`src/source/cpu51_pkg.sv`:
```
package cpu51_pkg;

   typedef logic [7:0]  byte_t;
   typedef logic [2:0]  reg_idx_t;
   typedef logic [15:0] dptr_t;

   typedef enum logic [2:0] {
      FETCH,
      DECODE0,
      DECODE1,
      DECODE2,
      EXECUTE
   } cpu_state_e;

   // one entry per supported instruction
   typedef enum logic [4:0] {
      K_NOP,
      K_MOV_AI, K_ADD_AI, K_ADDC_AI, K_SUBB_AI, K_XRL_AI,
      K_INC_A, K_DEC_A, K_CLR_A, K_CPL_A, K_RLC_A,
      K_ADD_AR, K_MOV_AR, K_MOV_RA, K_MOV_RI, K_INC_R, K_DEC_R,
      K_CLR_C, K_SETB_C,
      K_SJMP, K_JC, K_JNC, K_JZ, K_JNZ, K_CJNE, K_LJMP,
      K_MOV_DP, K_MOVX_WR, K_MOVX_RD
   } op_kind_e;

   typedef struct packed {
      logic     exec;       // one cycle in EXECUTE
      op_kind_e kind;
      reg_idx_t rn;         // opcode bits 2:0
      byte_t    op1;        // second code byte
      byte_t    op2;        // third code byte
      logic     byte_step;  // code byte consumed and pc moves on
   } ctl_t;

   typedef struct packed {
      logic carry;
      logic acc_zero;
   } flags_t;

   //////////////////////////////////////////////////////////////////////
   // opcodes as full bytes
   localparam byte_t OPC_MOV_AI  = 8'h74;
   localparam byte_t OPC_ADD_AI  = 8'h24;
   localparam byte_t OPC_ADDC_AI = 8'h34;
   localparam byte_t OPC_SUBB_AI = 8'h94;
   localparam byte_t OPC_XRL_AI  = 8'h64;
   localparam byte_t OPC_INC_A   = 8'h04;
   localparam byte_t OPC_DEC_A   = 8'h14;
   localparam byte_t OPC_CLR_A   = 8'hE4;
   localparam byte_t OPC_CPL_A   = 8'hF4;
   localparam byte_t OPC_RLC_A   = 8'h33;
   localparam byte_t OPC_CLR_C   = 8'hC3;
   localparam byte_t OPC_SETB_C  = 8'hD3;
   localparam byte_t OPC_SJMP    = 8'h80;
   localparam byte_t OPC_JC      = 8'h40;
   localparam byte_t OPC_JNC     = 8'h50;
   localparam byte_t OPC_JZ      = 8'h60;
   localparam byte_t OPC_JNZ     = 8'h70;
   localparam byte_t OPC_LJMP    = 8'h02;
   localparam byte_t OPC_MOV_DP  = 8'h90;
   localparam byte_t OPC_MOVX_WR = 8'hF0;  // movx @dptr,a
   localparam byte_t OPC_MOVX_RD = 8'hE0;  // movx a,@dptr

   // register forms by their upper five bits
   localparam logic [4:0] OPC_ADD_AR  = 5'h05;
   localparam logic [4:0] OPC_MOV_AR  = 5'h1D;
   localparam logic [4:0] OPC_MOV_RA  = 5'h1F;
   localparam logic [4:0] OPC_MOV_RI  = 5'h0F;
   localparam logic [4:0] OPC_INC_R   = 5'h01;
   localparam logic [4:0] OPC_DEC_R   = 5'h03;
   localparam logic [4:0] OPC_CJNE_RI = 5'h17;

   localparam dptr_t TX_DATA_ADDR = 16'h0201;
   localparam dptr_t TX_STAT_ADDR = 16'h0200;  // bit 0 is tx busy

endpackage

```
`src/source/uart_loader.sv`:
```
module uart_loader #(
   parameter int BIT_PERIOD = 104,
   parameter int CODE_AW    = 9
) (
   input  logic                 i_clk,
   input  logic                 i_nrst,
   input  logic                 i_uart_rx,
   input  logic [CODE_AW-1:0]   i_pc,
   output logic                 o_load_done,
   output logic                 o_code_wr,
   output logic [CODE_AW-1:0]   o_code_addr,
   output cpu51_pkg::byte_t     o_code_data
);

   localparam int CW = $clog2(BIT_PERIOD);

   logic               rx_meta;
   logic               rx_sync;
   logic               active;     // inside a frame
   logic [CW-1:0]      cnt;
   logic [3:0]         bit_idx;    // 0 start, 1..8 data, 9 stop
   cpu51_pkg::byte_t   shreg;
   logic [CODE_AW-1:0] byte_cnt;
   logic               load_done;
   logic               bit_end;
   logic               sample;

   assign bit_end = (cnt == CW'(BIT_PERIOD - 1));
   assign sample  = active && (cnt == CW'(BIT_PERIOD / 2));  // mid bit

   always_ff @(posedge i_clk or negedge i_nrst) begin
      if (!i_nrst) begin
         rx_meta <= 1'b1;
         rx_sync <= 1'b1;
      end else begin
         rx_meta <= i_uart_rx;
         rx_sync <= rx_meta;
      end
   end

   //////////////////////////////////////////////////////////////////////
   // frame timing
   always_ff @(posedge i_clk or negedge i_nrst) begin
      if (!i_nrst) begin
         active  <= 1'b0;
         cnt     <= '0;
         bit_idx <= '0;
      end else if (!active) begin
         cnt     <= '0;
         bit_idx <= '0;
         active  <= !rx_sync;  // line dropped for a start bit
      end else begin
         cnt <= bit_end ? '0 : cnt + 1'b1;
         if (bit_end)
            bit_idx <= bit_idx + 4'd1;
         // false start or stop bit reached
         if (sample && ((bit_idx == 4'd0 && rx_sync) || bit_idx == 4'd9))
            active <= 1'b0;
      end
   end

   always_ff @(posedge i_clk) begin
      if (sample && bit_idx != 4'd0 && bit_idx != 4'd9)
         shreg <= {rx_sync, shreg[7:1]};  // lsb arrives first
   end

   always_ff @(posedge i_clk or negedge i_nrst) begin
      if (!i_nrst) begin
         byte_cnt  <= '0;
         load_done <= 1'b0;
      end else if (o_code_wr) begin
         byte_cnt <= byte_cnt + 1'b1;
         if (&byte_cnt)
            load_done <= 1'b1;  // last location written
      end
   end

   assign o_code_wr   = sample && (bit_idx == 4'd9) && !load_done;
   assign o_code_addr = load_done ? i_pc : byte_cnt;
   assign o_code_data = shreg;
   assign o_load_done = load_done;

endmodule

```
`src/source/uart_tx.sv`:
```
module uart_tx #(
   parameter int BIT_PERIOD = 104
) (
   input  logic               i_clk,
   input  logic               i_nrst,
   input  logic               i_tx_start,
   input  cpu51_pkg::byte_t   i_tx_byte,
   output logic               o_tx_busy,
   output logic               o_uart_tx
);

   localparam int CW = $clog2(BIT_PERIOD);

   logic [CW-1:0] bit_timer;
   logic [3:0]    bit_cnt;
   logic [9:0]    frame;      // stop, data, start
   logic          busy;
   logic          bit_end;

   assign bit_end = (bit_timer == CW'(BIT_PERIOD - 1));

   always_ff @(posedge i_clk or negedge i_nrst) begin
      if (!i_nrst) begin
         busy      <= 1'b0;
         bit_timer <= '0;
         bit_cnt   <= '0;
      end else if (!busy) begin
         bit_timer <= '0;
         bit_cnt   <= '0;
         busy      <= i_tx_start;
      end else if (bit_end) begin
         bit_timer <= '0;
         bit_cnt   <= bit_cnt + 4'd1;
         if (bit_cnt == 4'd9)
            busy <= 1'b0;  // stop bit done
      end else begin
         bit_timer <= bit_timer + 1'b1;
      end
   end

   // start requests while busy are lost
   always_ff @(posedge i_clk) begin
      if (i_tx_start && !busy)
         frame <= {1'b1, i_tx_byte, 1'b0};
      else if (busy && bit_end)
         frame <= {1'b1, frame[9:1]};
   end

   assign o_uart_tx = busy ? frame[0] : 1'b1;  // idle high
   assign o_tx_busy = busy;

endmodule

```
`src/source/cpu_control.sv`:
```
module cpu_control (
   input  logic               i_clk,
   input  logic               i_nrst,
   input  logic               i_load_done,
   input  cpu51_pkg::byte_t   i_code_data,
   output cpu51_pkg::ctl_t    o_ctl
);

   cpu51_pkg::cpu_state_e state;
   cpu51_pkg::cpu_state_e state_next;
   cpu51_pkg::byte_t      opcode_q;
   cpu51_pkg::byte_t      op1_q;
   cpu51_pkg::byte_t      op2_q;
   cpu51_pkg::byte_t      opcode;
   cpu51_pkg::op_kind_e   kind;
   logic [1:0]            nbytes;

   function automatic cpu51_pkg::op_kind_e classify(cpu51_pkg::byte_t op);
      cpu51_pkg::op_kind_e k;
      case (op)
         cpu51_pkg::OPC_MOV_AI:  k = cpu51_pkg::K_MOV_AI;
         cpu51_pkg::OPC_ADD_AI:  k = cpu51_pkg::K_ADD_AI;
         cpu51_pkg::OPC_ADDC_AI: k = cpu51_pkg::K_ADDC_AI;
         cpu51_pkg::OPC_SUBB_AI: k = cpu51_pkg::K_SUBB_AI;
         cpu51_pkg::OPC_XRL_AI:  k = cpu51_pkg::K_XRL_AI;
         cpu51_pkg::OPC_INC_A:   k = cpu51_pkg::K_INC_A;
         cpu51_pkg::OPC_DEC_A:   k = cpu51_pkg::K_DEC_A;
         cpu51_pkg::OPC_CLR_A:   k = cpu51_pkg::K_CLR_A;
         cpu51_pkg::OPC_CPL_A:   k = cpu51_pkg::K_CPL_A;
         cpu51_pkg::OPC_RLC_A:   k = cpu51_pkg::K_RLC_A;
         cpu51_pkg::OPC_CLR_C:   k = cpu51_pkg::K_CLR_C;
         cpu51_pkg::OPC_SETB_C:  k = cpu51_pkg::K_SETB_C;
         cpu51_pkg::OPC_SJMP:    k = cpu51_pkg::K_SJMP;
         cpu51_pkg::OPC_JC:      k = cpu51_pkg::K_JC;
         cpu51_pkg::OPC_JNC:     k = cpu51_pkg::K_JNC;
         cpu51_pkg::OPC_JZ:      k = cpu51_pkg::K_JZ;
         cpu51_pkg::OPC_JNZ:     k = cpu51_pkg::K_JNZ;
         cpu51_pkg::OPC_LJMP:    k = cpu51_pkg::K_LJMP;
         cpu51_pkg::OPC_MOV_DP:  k = cpu51_pkg::K_MOV_DP;
         cpu51_pkg::OPC_MOVX_WR: k = cpu51_pkg::K_MOVX_WR;
         cpu51_pkg::OPC_MOVX_RD: k = cpu51_pkg::K_MOVX_RD;
         default: begin
            case (op[7:3])  // Rn forms
               cpu51_pkg::OPC_ADD_AR:  k = cpu51_pkg::K_ADD_AR;
               cpu51_pkg::OPC_MOV_AR:  k = cpu51_pkg::K_MOV_AR;
               cpu51_pkg::OPC_MOV_RA:  k = cpu51_pkg::K_MOV_RA;
               cpu51_pkg::OPC_MOV_RI:  k = cpu51_pkg::K_MOV_RI;
               cpu51_pkg::OPC_INC_R:   k = cpu51_pkg::K_INC_R;
               cpu51_pkg::OPC_DEC_R:   k = cpu51_pkg::K_DEC_R;
               cpu51_pkg::OPC_CJNE_RI: k = cpu51_pkg::K_CJNE;
               default:                k = cpu51_pkg::K_NOP;
            endcase
         end
      endcase
      return k;
   endfunction

   function automatic logic [1:0] byte_count(cpu51_pkg::op_kind_e k);
      case (k)
         cpu51_pkg::K_CJNE, cpu51_pkg::K_LJMP, cpu51_pkg::K_MOV_DP:
            return 2'd3;
         cpu51_pkg::K_MOV_AI, cpu51_pkg::K_ADD_AI, cpu51_pkg::K_ADDC_AI,
         cpu51_pkg::K_SUBB_AI, cpu51_pkg::K_XRL_AI, cpu51_pkg::K_MOV_RI,
         cpu51_pkg::K_SJMP, cpu51_pkg::K_JC, cpu51_pkg::K_JNC,
         cpu51_pkg::K_JZ, cpu51_pkg::K_JNZ:
            return 2'd2;
         default:
            return 2'd1;
      endcase
   endfunction

   // opcode straight off the bus in DECODE0, so the byte count is known there
   assign opcode = (state == cpu51_pkg::DECODE0) ? i_code_data : opcode_q;
   assign kind   = classify(opcode);
   assign nbytes = byte_count(kind);

   always_comb begin
      state_next = state;
      case (state)
         cpu51_pkg::FETCH:   if (i_load_done) state_next = cpu51_pkg::DECODE0;
         cpu51_pkg::DECODE0: state_next = (nbytes > 2'd1) ? cpu51_pkg::DECODE1
                                                          : cpu51_pkg::EXECUTE;
         cpu51_pkg::DECODE1: state_next = (nbytes > 2'd2) ? cpu51_pkg::DECODE2
                                                          : cpu51_pkg::EXECUTE;
         cpu51_pkg::DECODE2: state_next = cpu51_pkg::EXECUTE;
         default:            state_next = cpu51_pkg::FETCH;
      endcase
   end

   always_ff @(posedge i_clk or negedge i_nrst) begin
      if (!i_nrst) begin
         state    <= cpu51_pkg::FETCH;
         opcode_q <= '0;  // decodes as nop
      end else begin
         state <= state_next;
         if (state == cpu51_pkg::DECODE0)
            opcode_q <= i_code_data;
      end
   end

   always_ff @(posedge i_clk) begin
      if (state == cpu51_pkg::DECODE1)
         op1_q <= i_code_data;
      if (state == cpu51_pkg::DECODE2)
         op2_q <= i_code_data;
   end

   always_comb begin
      o_ctl.exec      = (state == cpu51_pkg::EXECUTE);
      o_ctl.kind      = kind;
      o_ctl.rn        = opcode[2:0];
      o_ctl.op1       = op1_q;
      o_ctl.op2       = op2_q;
      o_ctl.byte_step = (state == cpu51_pkg::DECODE0) || (state == cpu51_pkg::DECODE1) ||
                        (state == cpu51_pkg::DECODE2);
   end

endmodule

```
`src/source/pc_unit.sv`:
```
module pc_unit #(
   parameter int CODE_AW = 9
) (
   input  logic                 i_clk,
   input  logic                 i_nrst,
   input  cpu51_pkg::ctl_t      i_ctl,
   input  cpu51_pkg::flags_t    i_flags,
   input  cpu51_pkg::byte_t     i_rn_val,
   output logic [CODE_AW-1:0]   o_pc
);

   logic [CODE_AW-1:0] pc;
   logic               taken;
   cpu51_pkg::byte_t   rel;
   logic [15:0]        target;    // pc plus signed offset
   logic [15:0]        long_addr;

   always_comb begin
      taken = 1'b0;
      rel   = i_ctl.op1;
      case (i_ctl.kind)
         cpu51_pkg::K_SJMP: taken = 1'b1;
         cpu51_pkg::K_JC:   taken = i_flags.carry;
         cpu51_pkg::K_JNC:  taken = !i_flags.carry;
         cpu51_pkg::K_JZ:   taken = i_flags.acc_zero;
         cpu51_pkg::K_JNZ:  taken = !i_flags.acc_zero;
         cpu51_pkg::K_CJNE: begin
            taken = (i_rn_val != i_ctl.op1);
            rel   = i_ctl.op2;  // offset is the third byte
         end
         default: taken = 1'b0;
      endcase
   end

   // pc already points past the instruction in EXECUTE
   assign target    = 16'(pc) + {{8{rel[7]}}, rel};
   assign long_addr = {i_ctl.op1, i_ctl.op2};

   always_ff @(posedge i_clk or negedge i_nrst) begin
      if (!i_nrst)
         pc <= '0;
      else if (i_ctl.byte_step)
         pc <= pc + 1'b1;
      else if (i_ctl.exec && i_ctl.kind == cpu51_pkg::K_LJMP)
         pc <= long_addr[CODE_AW-1:0];
      else if (i_ctl.exec && taken)
         pc <= target[CODE_AW-1:0];
   end

   assign o_pc = pc;

endmodule

```
`src/source/reg_file.sv`:
```
module reg_file (
   input  logic               i_clk,
   input  logic               i_nrst,
   input  cpu51_pkg::ctl_t    i_ctl,
   input  cpu51_pkg::byte_t   i_acc,
   output cpu51_pkg::byte_t   o_rn_val
);

   cpu51_pkg::byte_t regs [8];  // r0..r7

   assign o_rn_val = regs[i_ctl.rn];

   always_ff @(posedge i_clk or negedge i_nrst) begin
      if (!i_nrst) begin
         for (int i = 0; i < 8; i++)
            regs[i] <= '0;
      end else if (i_ctl.exec) begin
         case (i_ctl.kind)
            cpu51_pkg::K_MOV_RA: regs[i_ctl.rn] <= i_acc;
            cpu51_pkg::K_MOV_RI: regs[i_ctl.rn] <= i_ctl.op1;
            cpu51_pkg::K_INC_R:  regs[i_ctl.rn] <= o_rn_val + 8'd1;
            cpu51_pkg::K_DEC_R:  regs[i_ctl.rn] <= o_rn_val - 8'd1;
            default: ;
         endcase
      end
   end

endmodule

```
`src/source/exec_unit.sv`:
```
module exec_unit (
   input  logic               i_clk,
   input  logic               i_nrst,
   input  cpu51_pkg::ctl_t    i_ctl,
   input  cpu51_pkg::byte_t   i_rn_val,
   input  logic               i_tx_busy,
   output cpu51_pkg::byte_t   o_acc,
   output cpu51_pkg::flags_t  o_flags,
   output logic               o_tx_start,
   output cpu51_pkg::byte_t   o_tx_byte
);

   cpu51_pkg::byte_t acc;
   cpu51_pkg::byte_t acc_next;
   logic             carry;
   logic             carry_next;
   cpu51_pkg::dptr_t dptr;
   cpu51_pkg::byte_t addend;
   logic             cin;
   logic [8:0]       sum;   // bit 8 is carry out
   logic [8:0]       diff;  // bit 8 is borrow

   assign addend = (i_ctl.kind == cpu51_pkg::K_ADD_AR) ? i_rn_val : i_ctl.op1;
   assign cin    = (i_ctl.kind == cpu51_pkg::K_ADDC_AI) && carry;
   assign sum    = {1'b0, acc} + {1'b0, addend} + 9'(cin);
   assign diff   = {1'b0, acc} - {1'b0, i_ctl.op1} - 9'(carry);

   //////////////////////////////////////////////////////////////////////
   // accumulator and carry
   always_comb begin
      acc_next   = acc;
      carry_next = carry;
      case (i_ctl.kind)
         cpu51_pkg::K_MOV_AI: acc_next = i_ctl.op1;
         cpu51_pkg::K_ADD_AI, cpu51_pkg::K_ADDC_AI, cpu51_pkg::K_ADD_AR: begin
            acc_next   = sum[7:0];
            carry_next = sum[8];
         end
         cpu51_pkg::K_SUBB_AI: begin
            acc_next   = diff[7:0];
            carry_next = diff[8];
         end
         cpu51_pkg::K_XRL_AI: acc_next = acc ^ i_ctl.op1;
         cpu51_pkg::K_INC_A:  acc_next = acc + 8'd1;  // no flags
         cpu51_pkg::K_DEC_A:  acc_next = acc - 8'd1;
         cpu51_pkg::K_CLR_A:  acc_next = '0;
         cpu51_pkg::K_CPL_A:  acc_next = ~acc;
         cpu51_pkg::K_RLC_A: begin
            acc_next   = {acc[6:0], carry};
            carry_next = acc[7];
         end
         cpu51_pkg::K_MOV_AR: acc_next = i_rn_val;
         cpu51_pkg::K_CLR_C:  carry_next = 1'b0;
         cpu51_pkg::K_SETB_C: carry_next = 1'b1;
         cpu51_pkg::K_CJNE:   carry_next = (i_rn_val < i_ctl.op1);
         // only the status address reads back something
         cpu51_pkg::K_MOVX_RD:
            acc_next = (dptr == cpu51_pkg::TX_STAT_ADDR) ? {7'd0, i_tx_busy} : '0;
         default: ;
      endcase
   end

   always_ff @(posedge i_clk or negedge i_nrst) begin
      if (!i_nrst) begin
         acc   <= '0;
         carry <= 1'b0;
         dptr  <= '0;
      end else if (i_ctl.exec) begin
         acc   <= acc_next;
         carry <= carry_next;
         if (i_ctl.kind == cpu51_pkg::K_MOV_DP)
            dptr <= {i_ctl.op1, i_ctl.op2};  // high byte first
      end
   end

   assign o_tx_start = i_ctl.exec && (i_ctl.kind == cpu51_pkg::K_MOVX_WR) &&
                       (dptr == cpu51_pkg::TX_DATA_ADDR) && !i_tx_busy;
   assign o_tx_byte  = acc;
   assign o_acc      = acc;

   assign o_flags.carry    = carry;
   assign o_flags.acc_zero = (acc == 8'd0);

endmodule

```
`src/source/cpu51_top.sv`:
```
module cpu51_top #(
   parameter int BIT_PERIOD = 104,
   parameter int CODE_AW    = 9
) (
   input  logic                 i_clk,
   input  logic                 i_nrst,
   input  logic                 i_uart_rx,
   output logic                 o_uart_tx,
   output logic                 o_code_wr,
   output logic [CODE_AW-1:0]   o_code_addr,
   output cpu51_pkg::byte_t     o_code_data,
   input  cpu51_pkg::byte_t     i_code_data
);

   logic               load_done;
   cpu51_pkg::ctl_t    ctl;
   cpu51_pkg::flags_t  flags;
   logic [CODE_AW-1:0] pc;
   cpu51_pkg::byte_t   rn_val;
   cpu51_pkg::byte_t   acc;
   cpu51_pkg::byte_t   tx_byte;
   logic               tx_start;
   logic               tx_busy;

   uart_loader #(.BIT_PERIOD(BIT_PERIOD), .CODE_AW(CODE_AW)) u_uart_loader (
      .i_clk(i_clk), .i_nrst(i_nrst), .i_uart_rx(i_uart_rx), .i_pc(pc),
      .o_load_done(load_done), .o_code_wr(o_code_wr),
      .o_code_addr(o_code_addr), .o_code_data(o_code_data)
   );

   cpu_control u_cpu_control (
      .i_clk(i_clk), .i_nrst(i_nrst), .i_load_done(load_done),
      .i_code_data(i_code_data), .o_ctl(ctl)
   );

   pc_unit #(.CODE_AW(CODE_AW)) u_pc_unit (
      .i_clk(i_clk), .i_nrst(i_nrst), .i_ctl(ctl), .i_flags(flags),
      .i_rn_val(rn_val), .o_pc(pc)
   );

   reg_file u_reg_file (
      .i_clk(i_clk), .i_nrst(i_nrst), .i_ctl(ctl), .i_acc(acc), .o_rn_val(rn_val)
   );

   exec_unit u_exec_unit (
      .i_clk(i_clk), .i_nrst(i_nrst), .i_ctl(ctl), .i_rn_val(rn_val),
      .i_tx_busy(tx_busy), .o_acc(acc), .o_flags(flags),
      .o_tx_start(tx_start), .o_tx_byte(tx_byte)
   );

   uart_tx #(.BIT_PERIOD(BIT_PERIOD)) u_uart_tx (
      .i_clk(i_clk), .i_nrst(i_nrst), .i_tx_start(tx_start), .i_tx_byte(tx_byte),
      .o_tx_busy(tx_busy), .o_uart_tx(o_uart_tx)
   );

endmodule

```
`config.mk`:
```
export PLATFORM = sky130hd
export DESIGN_NAME = cpu51_top
export DESIGN_NICKNAME = d
export VERILOG_FILES = /design/src/source/cpu51_pkg.sv /design/src/source/uart_loader.sv /design/src/source/uart_tx.sv /design/src/source/cpu_control.sv /design/src/source/pc_unit.sv /design/src/source/reg_file.sv /design/src/source/exec_unit.sv /design/src/source/cpu51_top.sv
export SDC_FILE = /design/constraint.sdc
export NUM_CORES = 1
export LEC_CHECK = 0
export BUFFER_PORTS_ARGS = -buffer_cell sky130_fd_sc_hd__buf_4
export CAP_MARGIN = 20
export CORE_UTILIZATION = 55
export CTS_CLUSTER_DIAMETER = 120
export CTS_CLUSTER_SIZE = 10
export DETAILED_ROUTE_END_ITERATION = 16
export GPL_ROUTABILITY_DRIVEN = 0
export PLACE_DENSITY_LB_ADDON = 0.08
export SYNTH_ARGS = -nofsm -noshare
export SYNTH_HDL_FRONTEND = slang
export SYNTH_SLANG_ARGS = --single-unit
```
`constraint.sdc`:
```
create_clock -name i_clk -period 6.74 [get_ports i_clk]
set_input_delay 0.337 -clock i_clk [delete_from_list [all_inputs] [get_ports i_clk]]
set_output_delay 0.337 -clock i_clk [all_outputs]
set_load 0.02 [all_outputs]
```
==> flow_summary_export.csv <==
group,metric,value,unit
floorplanning,floorplan.initialDensity,56.7,%
cts,clockBufferDepth,2,
final_layout,drive_above_1_share,13.1,%
route,num_vias,11000,
cts,numCtsBuffers,17,
pwr,comb_power_share,2.6,%
sta,setup_viol,0,
pwr,p_sw_share,24.0,%
placement,port_buffers,29,
worst_setup_path,ff2ff_path_depth,18,
final_layout,area_growth,8.42,%
outcome,violations,"design-rule violations",
route,first_pass_iters,14,
pwr,power_density,161,mW/mm²
route,routed_wl,35.7,mm
cts,cts.clk_slew.worst_paths,80,ps
grt,grt_pass1_vias,10300,
floorplanning,std_cell_rows,54,
grt,grtUsageMet2,47.7,%
pwr,power_frac_clock,47.4,%
worst_setup_path,path_max_fanout,16,
synth,synth_ff_type,"dfrtp_1",
cts,cts_tree,"built",
worst_setup_path,rrSetupSlack,830,ps
worst_setup_path,critPathLaunchType,"flop",
route,vias_per_cell,6.67,
pwr,power.leakage,6.01,nW
synth,synth-async-reset-ratio,81.5,%
hold_path,min_to,"u_cpu_control.op2_q[1]",
cts,clk_latency,450,ps
worst_setup_path,cp.arrival,6220,ps
worst_setup_path,crit_type,"flop to flop",
synth,synth.most_common_cell,"dfrtp_1",
grt,antenna_found_initial,0,
route,drtIter0Drc,1201,
grt,overflow,0,
pwr,internal_power,1.66,mW
sta,max_slew_margin,28.5,%
grt,use_met3,4.95,%
worst_setup_path,rr_endpoint,"u_exec_unit.o_acc[7]",
grt,track_usage,31.5,%
sta,setup_tns,0,ps
pwr,power_frac_seq,50.1,%
worst_setup_path,cp-end-kind,"flop",
synth,syn_area_per_cell,9.29,µm²
grt,grt_first_pass_wirelength,57.5,mm
floorplanning,die_w,153,µm
route,wl_per_cell,21.7,µm
synth,yosysUniqueCellTypes,93,
grt,grt_max_degree,79,
synth,synth-edff-count,32,
floorplanning,ios,30,
placement,placed_area,0.0129,mm²
grt,grt.busiest_layer,"met2",
final_layout,antenna_cells,0,
cts,hold_buffers,2,
cts,cts_max_level,4,
cts,cts.repair.resized,0,
cts,postCtsSetupBuffers,0,
job,maxCapViolations,0,
floorplanning,die_height,153,µm
worst_setup_path,r2r_start,"u_cpu_control.state[2]",
synth,synthTopCellsByCount,"143 x dfrtp_1, 112 x nor2_1, 105 x nand2_1, 104 x o21ai_0, 87 x a21oi_1",
cts,cts-root-buf,"clkbuf_16",
final_layout,nets,1421,
synth,yosys_warnings,0,
sta,min_period,5910,ps
synth,syn_area,0.0125,mm²
sta,fin_worst_skew,10.9,ps
outcome,status,"finished, violations left",
sta,clock.fmax,169,MHz
synth,yosysSeqAreaShare,36.9,%
hold_path,hp-class,"primary input to flop",
worst_setup_path,crit_required,7060,ps
sta,hold_viol,0,
grt,use_met1,45.7,%
route,ant_nets,0,
synth,yosys.area.top_type,"dfrtp_1",
sta,tightest_slew,1070,ps
pwr,ir_drop,0.162,mV
placement,dpl.hpwl,25.4,mm
sta,rsz0062_at_grt,"false",
sta,maxSlewViolCount,0,
final_layout,fillCellCount,1902,
floorplanning,core,0.0220,mm²
hold_path,min_from,"i_code_data[1]",
cts,cts_sinks,178,
pwr,power_switching,524,µW
sta,period_share,87.6,%
floorplanning,die_area,0.0233,mm²
synth,netlist.area_leader.share,28.6,%
synth,synthTopCellsByArea,"dfrtp_1 29%, edfxtp_1 7.7%, ha_1 5.5%",
synth,syn_inst,1345,
final_layout,fin_area,0.0136,mm²
synth,syn-num-nets,1417,
hold_path,whs_path_depth,1,
route,route.detailed.drc,1,
synth,ys_ff_latch,178,
[cell type report]
class / count / area [µm²] / share of cell area [%]
clock inverters: 13 / 138 / 1.02
inverters: 63 / 236 / 1.75
repair buffers: 53 / 407 / 3.00
flip-flops and latches: 178 / 4610 / 34.0
well taps: 280 / 350 / 2.59
clock buffers: 19 / 464 / 3.43
multi-input cells: 1036 / 7340 / 54.2
[logic make-up (layout without fill, tap and decap cells)]
| group | Yosys count | in the layout | synth area share (%) |
|---|---|---|---|
| simple gates | 444 | 444 | 18.3 |
| compound gates | 365 | 365 | 19.2 |
| flops | 178 | 178 | 36.9 |
| buf+inv | 131 | 148 | 4.42 |
| mux | 109 | 109 | 10.6 |
| fa+ha+maj | 61 | 61 | 6.47 |
| xor+xnor | 57 | 57 | 4.11 |
[power groups by stage]
stage	logic (mW)	registers, mW	clock network, mW
after floorplan	0.0204	1.12	0
after global placement	0.0557	1.12	0
after detailed placement	0.0554	1.12	0
after CTS	0.0566	1.09	1.05
after global routing	0.0626	1.09	1.09
final	0.0564	1.09	1.04
[critical path: stages, from the launching register on]
cell and delay (ps):
dfrtp_1 500, nor3b_4 650, mux2i_2 570, inv_2 120, a211oi_4 750, or4_1 290, a21oi_1 220, nor2_1 520
ha_1 340, a21o_1 170, a21oi_1 220, o21ai_0 150, o21ai_0 190, nand2b_1 80, a21oi_1 180, xnor2_1 160
mux2_2 350, a211oi_1 200, mux2i_1 120
[metal layers]
metal	wire length, µm	up-vias	part of all wire [%]
met2	15700	598	44
li1	-	4988	-
met3	3140	117	8.8
met4	1210	0	3.4
met5	0	-	0
met1	15700	5256	44
[metrics by stage]
step | total power, mW | utilization (%) | std cells | setup WS, ps | hold WS, ps
4_1_cts | 2.20 | 61.5 | 1642 | 910 | 143
3_5_place_dp | 1.17 | 58.7 | 1608 | 930 | 349
6_report | 2.19 | 61.5 | 1642 | 833 | 162
2_1_floorplan | 1.14 | - | 1345 | 2020 | 41.4
3_3_place_gp | 1.17 | 58.7 | 1608 | 1130 | 349
5_1_grt | 2.24 | 61.5 | 1642 | 420 | 154
[cell usage in the layout (no fill, tap or decap), drive strengths merged, types with 32 or more instances in the layout]
cell type | synthesis | final
o21ai | 106 | 106
dfrtp | 143 | 143
mux2i | 50 | 50
buf | 27 | 51
nand3 | 32 | 32
nor2 | 114 | 114
ha | 55 | 55
edfxtp | 32 | 32
inv | 61 | 69
nand2 | 105 | 105
mux2 | 48 | 48
a21oi | 88 | 88
xnor2 | 33 | 33
[worst max-delay path by stage]
stage                           endpoint  cells after the start              startpoint  slack (ps)
CTS                 u_exec_unit.o_acc[7]                     18  u_cpu_control.state[2]         910
finish              u_exec_unit.o_acc[7]                     18  u_cpu_control.state[2]         830
global placement    u_exec_unit.o_acc[7]                     18  u_cpu_control.state[2]        1130
floorplan           u_exec_unit.o_acc[7]                     18  u_cpu_control.state[2]        2020
detailed placement  u_exec_unit.o_acc[7]                     18  u_cpu_control.state[2]         930
global route        u_exec_unit.o_acc[7]                     18  u_cpu_control.state[2]         420
Note: power is estimated with default switching activity, not from simulation.
